==> config.mk <==
export PLATFORM = sky130hd
export DESIGN_NAME = mduResultSelect
export DESIGN_NICKNAME = d
export VERILOG_FILES = /design/src/hdl/mduOpPkg.sv /design/src/hdl/mduDataPkg.sv /design/src/hdl/mduResultSelect.sv
export VERILOG_INCLUDE_DIRS = /design/src /design/src/hdl
export SDC_FILE = /design/constraint.sdc
export NUM_CORES = 1
export LEC_CHECK = 0
export BUFFER_PORTS_ARGS = -buffer_cell sky130_fd_sc_hd__buf_2
export CELL_PAD_IN_SITES_DETAIL_PLACEMENT = 1
export CELL_PAD_IN_SITES_GLOBAL_PLACEMENT = 2
export CORE_UTILIZATION = 19
export CTS_BUF_LIST = sky130_fd_sc_hd__clkbuf_8
export CTS_CLUSTER_DIAMETER = 100
export CTS_CLUSTER_SIZE = 20
export DETAILED_ROUTE_END_ITERATION = 7
export PLACE_DENSITY_LB_ADDON = 0.3
export SYNTH_ARGS = -nofsm -noshare
export SYNTH_HDL_FRONTEND = slang
export SYNTH_SLANG_ARGS = --single-unit
==> constraint.sdc <==
create_clock -name clk -period 1.3 [get_ports clk]
set_input_delay 0.065 -clock clk [delete_from_list [all_inputs] [get_ports clk]]
set_output_delay 0.065 -clock clk [all_outputs]
set_load 0.1 [all_outputs]
==> src/hdl/mdu_defs.svh <==
// Width macros for the M extension unit
// W-type handling assumes MDU_XLEN is 64
// The divider runs one step per quotient bit with no early exit

`ifndef MDU_DEFS_SVH
`define MDU_DEFS_SVH

////////////////////////////////////////////////////////////////////////////
// Datapath width
////////////////////////////////////////////////////////////////////////////

// Integer register width
`define MDU_XLEN 64

// Restoring divider iterations, one per quotient bit
`define MDU_DIV_STEPS `MDU_XLEN

`endif

==> src/hdl/mduOpPkg.sv <==
// Operation encodings of the M extension, taken straight from funct3
// Helpers classify an encoding as a divide and as signed

`default_nettype none

package mduOpPkg;

	// funct3 of the OP / OP-32 M instructions
	typedef enum logic [2:0] {
		mduMul    = 3'b000,
		mduMulh   = 3'b001,
		mduMulhsu = 3'b010,
		mduMulhu  = 3'b011,
		mduDiv    = 3'b100,
		mduDivu   = 3'b101,
		mduRem    = 3'b110,
		mduRemu   = 3'b111
	} mduFunct3T;

	// Upper funct3 bit marks div, divu, rem and remu
	function automatic logic isDivOp(input mduFunct3T op);
		return op[2];
	endfunction

	// Even encodings of the divide group are the signed ones
	function automatic logic isSignedDiv(input mduFunct3T op);
		return ~op[0];
	endfunction

endpackage

`default_nettype wire

==> src/hdl/mduDataPkg.sv <==
// Data word types of the multiply/divide unit
// Widths follow MDU_XLEN from the shared defines header

`default_nettype none

`include "mdu_defs.svh"

package mduDataPkg;

	////////////////////////////////////////////////////////////////////////
	// Register and product words
	////////////////////////////////////////////////////////////////////////

	// One integer register
	typedef logic [`MDU_XLEN-1:0] xlenWordT;

	// Full double-width product, only ever sliced into halves
	typedef logic [2*`MDU_XLEN-1:0] prodWordT;

endpackage

`default_nettype wire

==> src/hdl/mduResultSelect.sv <==
// Memory-stage result mux and the Writeback register
// W-type results sign-extend bit 31, which assumes MDU_XLEN is 64
// Flushes clear their register and win over the matching stall

`timescale 1ns/1ns
`default_nettype none

`include "mdu_defs.svh"

module mduResultSelect
	import mduDataPkg::*, mduOpPkg::*;
(
	input  logic      clk,
	input  logic      rstN,
	input  logic      stallM,
	input  logic      stallW,
	input  logic      flushM,
	input  logic      flushW,
	input  logic      w64,
	input  mduFunct3T funct3M,
	input  prodWordT  prodM,
	input  xlenWordT  quotM,
	input  xlenWordT  remM,
	output xlenWordT  resultW
);

	logic     w64M;
	xlenWordT prelimM;
	xlenWordT resultM;

	// W flag follows the operation into Memory
	always_ff @(posedge clk or negedge rstN) begin
		if (!rstN) w64M <= 1'b0;
		else if (flushM) w64M <= 1'b0;
		else if (!stallM) w64M <= w64;
	end

	////////////////////////////////////////////////////////////////////////
	// Result choice
	////////////////////////////////////////////////////////////////////////

	always_comb begin
		case (funct3M)
			mduMul:                      prelimM = prodM[`MDU_XLEN-1:0];
			mduMulh, mduMulhsu, mduMulhu: prelimM = prodM[2*`MDU_XLEN-1:`MDU_XLEN];
			mduDiv, mduDivu:             prelimM = quotM;
			default:                     prelimM = remM;
		endcase
		// W-type ops return a sign-extended low word
		resultM = w64M ? {{(`MDU_XLEN-32){prelimM[31]}}, prelimM[31:0]} : prelimM;
	end

	// Writeback register
	always_ff @(posedge clk or negedge rstN) begin
		if (!rstN) resultW <= '0;
		else if (flushW) resultW <= '0;
		else if (!stallW) resultW <= resultM;
	end

endmodule

`default_nettype wire

=== Yosys cells after proc, flatten, opt, wreduce, memory -nomap -nowiden ===
Index checks and enable logic that the tools add are counted.
Widths: inputs -> output; s select.

* Word-level logic and storage cells: 18
* Output and inout port bits: 64
* Input port bits: 266
* Register bits: 65

* Reduce and logical (&&, ||, !) cells: 3
* Muxes and demuxes: 6
* Equality and inequality tests: 7

{| class="wikitable"
|+ Operators with widths
! kind !! count
|-
| $mux 64 || 3
|-
| $pmux 64 s3 || 1
|-
| $eq 3x2->1 const B || 2
|-
| $eq 3x3->1 const B || 2
|-
| $ne 2x1->1 const B || 2
|-
| $eq 3x1->1 const B || 1
|-
| $logic_not 3->1 || 1
|-
| $reduce_or 3->1 || 1
|-
| $mux 1 || 2
|-
| $reduce_or 2->1 || 1
|}

=== Logic depth before layout (Yosys ltp) ===
* Depth after elaboration: 6
* Depth in mapped cells: 7
* Depth with buffers taken out: 4

=== Least setup slack after synthesis ===
No wires, ideal clock.

* Path kind: reg2reg
* Start: register w64M
* End: register resultW[32]
* Clock period less this slack: 1.295 ns
* Arrival: 1.224 ns
* Path buffers: 2
* Library setup time: 0.070 ns
* Path slack: 0.005 ns
* Cell stages (with the launch flop): 7
* Required time: 1.230 ns
* Path through: dfrtp_1 > or3_1 > buf_2 > buf_6 > a21oi_1 > o21ai_1 > nand3_1

* Word-level cells in the longest chain between the ends: 3

{| class="wikitable"
|+ RTL lines
! element !! line !! RTL
|-
| start: declaration || mduResultSelect.sv:27 || <nowiki>logic w64M;</nowiki>
|-
| start signal: assignment || mduResultSelect.sv:35 || <nowiki>else if (!stallM) w64M <= w64;</nowiki>
|-
| $mux 64 || mduResultSelect.sv:50 || <nowiki>resultM = w64M ? {{(`MDU_XLEN-32){prelimM[31]}}, prelimM[31:0]} : prelimM;</nowiki>
|-
| $mux 64 || mduResultSelect.sv:57 || <nowiki>else if (!stallW) resultW <= resultM;</nowiki>
|-
| $mux 64 || mduResultSelect.sv:56 || <nowiki>else if (flushW) resultW <= '0;</nowiki>
|-
| end signal: assignment || mduResultSelect.sv:57 ||
|-
| end: declaration || mduResultSelect.sv:24 || <nowiki>output xlenWordT resultW</nowiki>
|}

No other way between the ends. The select of a mux whose other input is x is not followed.
A chain may end at the register's enable or synchronous reset.

=== Worst setup path after layout ===
* Start: register w64M
* End: register resultW[54]

Same word-level chain as after synthesis.

==> metrics <==
outcome=finished clean; Final setup viols=0; Distinct cells, synth=25; initial core utilization=19.4%; clock tree sinks=65; crit path buf inv count=1; initial antenna violation count=2; Avg WL per Cell=17.2 µm; ANT nets after route=0; max-slew violation count=0; Mapped Cells=478; Clock Skew=0.0106 ns; Worst-Margin Slew=0.528 ns; I/O pin total=330; initial DRC count=81; final hold vios=0; Post-CTS Setup Bufs=0; crit path capture=resultW[54]$_DFFE_PN0P_; Clock Latency Late Sink=0.35 ns; setup_tns=0 ns; Crit. path cell count=5; TritonCTS clock tree=yes; critical-path cell list=or3_4, buf_12, a21oi_1, o21ai_1, nand3_1; Core Util, Final=30.2%; total global routing track utilization=16.1%; number of diodes=0; commonest register cell after synthesis=dfrtp_1; sequential share of power=34.1%; # port buffers=329; Remaining Overflow, GRT=0; delay of the slowest critical-path stage=0.38 ns; Design Area, Final=6610 µm²; share of power burned in the clock network=24.1%; Post-synth EDFFs=0; Switching Share=43.5%; Psw=2.90 mW; WL met1=7.98 mm; HPWL Detailed=14.5 mm; synthesis-to-finish area growth=55.2%; final net count=1,070; flops & latches, synth=65; YS warnings=0; Clk pin slew, worst setup/hold paths=0.07 ns; Top Layer Used=met5; Final Critical Period=1.28 ns; die area=23,000 µm²; Seq/Total Area, Yosys=38.2%; leakage power=3.40 nW; CTS Buf Count=9; Critical-path top delay cell=or3_4; critical path capture point type=flip-flop; WP data required=1.58 ns; worst path arrival time=1.56 ns; DRC=0; row count=54; first-pass GRT wire length=27.9 mm; fraction of registers with async set/reset=100%; Internal Dissipation=3.76 mW; dpl cell area=6350 µm²; flop-to-flop setup slack=0.02 ns; layout cells sized above 1=48.2%; drt total wl=18.7 mm; WL met3=1.28 mm; largest net degree at the start of global routing=66; crit path from=w64M$_DFFE_PN0P_; reg2reg path depth=5; f_max=779 MHz; PD cells=1010 nW/µm²; Core Area=21,900 µm²; routability cong.=0.764; capture point of the worst reg-to-reg path=resultW[54]$_DFFE_PN0P_; CTS H-Tree Depth=3; clock buffer depth=2; combinational power share=41.8%; Syn Nets=744; Final WS setup=0.0156 ns; vias in the first global route=5,090; r2r startpoint=w64M$_DFFE_PN0P_; Root Buffer=clkbuf_8; worst slack, placed=-0.0263 ns; Die Height=152 µm; RSZ-0062 raised after global routing=true; Post-Syn Area per Cell=8.90 µm²; Rel. slew slack=65.0%; crit path launch type=flip-flop; Netlist Area Pre-Place=4260 µm²; final clock period utilization by the worst path=98.8%; type of the most critical hold path=in2reg; worst-path fanout max=16; Fill cells=2,703; met2 wire len=9.10 mm; Max-Cap Viols=0; number of vias per cell=4.52; maximum VDD drop=308 µV; Vias=4,918; Die X=152 µm; drt pass-1 iters=4; Setup CP Type=reg2reg; critical path's top delay family=simple AND/OR/NAND/NOR gates
[logic make-up after synthesis]
| kind of cell | count (synthesis) | share of synthesized area (%) |
|---|---|---|
| AO/OA/AOI/OAI | 161 | 22.9 |
| buffers and inverters | 49 | 6.85 |
| flip-flops | 65 | 38.2 |
| multiplexers | 66 | 16.5 |
| AND/OR/NAND/NOR | 137 | 15.5 |
[repair_timing]
action,4_1_cts,5_1_grt
pin swaps,1,0
hold endpoints to repair,66,0
gates cloned,1,0
setup endpoints to repair,17,32
gates resized for setup,3,6
hold buffers,3,0
[power by group through the flow]
stage / Clock, mW / Sequential, mW / Combinational, mW
after floorplan: 0 / 3.53 / 0.641
after global placement: 0 / 2.30 / 2.78
after detailed placement: 0 / 2.31 / 2.79
after CTS: 1.70 / 2.27 / 2.82
after global routing: 1.76 / 2.30 / 2.96
final: 1.60 / 2.27 / 2.78
[metrics by stage]
stage	hold slack [ns]	instances	total power [mW]
after detailed placement	0.109	1069	5.10
after floorplan	-0.231	478	4.17
after CTS	0.0103	1087	6.79
final	0.0422	1087	6.66
after global routing	0.0284	1087	7.02
after global placement	0.105	1069	5.08
[layout by cell type (no fill, tap or decap), drive strengths merged, types with 2 or more instances in the layout]
cell type,Yosys,routed
o22ai,31,31
nand2,64,64
mux2,32,32
clkbuf,12,11
a21oi,32,32
dlygate4sd3,0,3
buf,36,360
dfrtp,65,65
o21ai,64,64
o221ai,31,31
mux2i,34,34
clkinv,0,2
nor2b,33,33
nand3,32,32
nor2,4,4
[worst min-delay path by stage]
stage,startpoint,end,slack [ns],cells past startpoint
after global placement,rstN,resultW[29]$_DFFE_PN0P_,0.10,2
after floorplan,rstN,resultW[0]$_DFFE_PN0P_,-0.23,0
after detailed placement,rstN,resultW[29]$_DFFE_PN0P_,0.11,2
after global routing,remM[20],resultW[20]$_DFFE_PN0P_,0.03,3
final,stallM,w64M$_DFFE_PN0P_,0.04,3
after CTS,stallM,w64M$_DFFE_PN0P_,0.01,3
[per-layer routing]
layer	vias up	GRT usage [%]
li1	2408	-
met3	20	3.44
met1	2300	20.2
met4	4	5.54
met5	-	0
met2	186	27.0
[flip-flops by register name, summed over array words and instances (netlist names)]
signal and flops:
w64M 1, resultW 64
[area by class of cell]
class	instances	area, µm²	share of cell area, %
inverters	1	3.75	0.0568
multi-input cells	364	2390	36.1
repair buffers	363	2070	31.4
clock inverters	3	17.5	0.265
flip-flops and latches	65	1630	24.6
well taps	280	350	5.30
clock buffers	11	151	2.29
[synthesized netlist by cell type (2+ instances only)]
cell type	n	share of area (%)
nor2b_1	33	4.9
buf_2	17	2.0
clkbuf_1	12	1.1
nand3_1	32	3.8
o21ai_1	64	7.5
buf_6	11	2.9
o22ai_1	31	4.6
nor2_2	2	0.29
nor2_1	2	0.18
mux2i_1	34	8.0
dfrtp_1	65	38
mux2_1	32	8.5
a21oi_1	32	3.8
nand2_1	64	5.6
o221ai_1	31	6.4
buf_1	7	0.62
[tightest hold or removal path, stage by stage]
cell and delay [ns]:
buf_2 0.09, mux2i_1 0.06, nor2_1 0.12
Note: power is estimated with default switching activity, not from simulation.
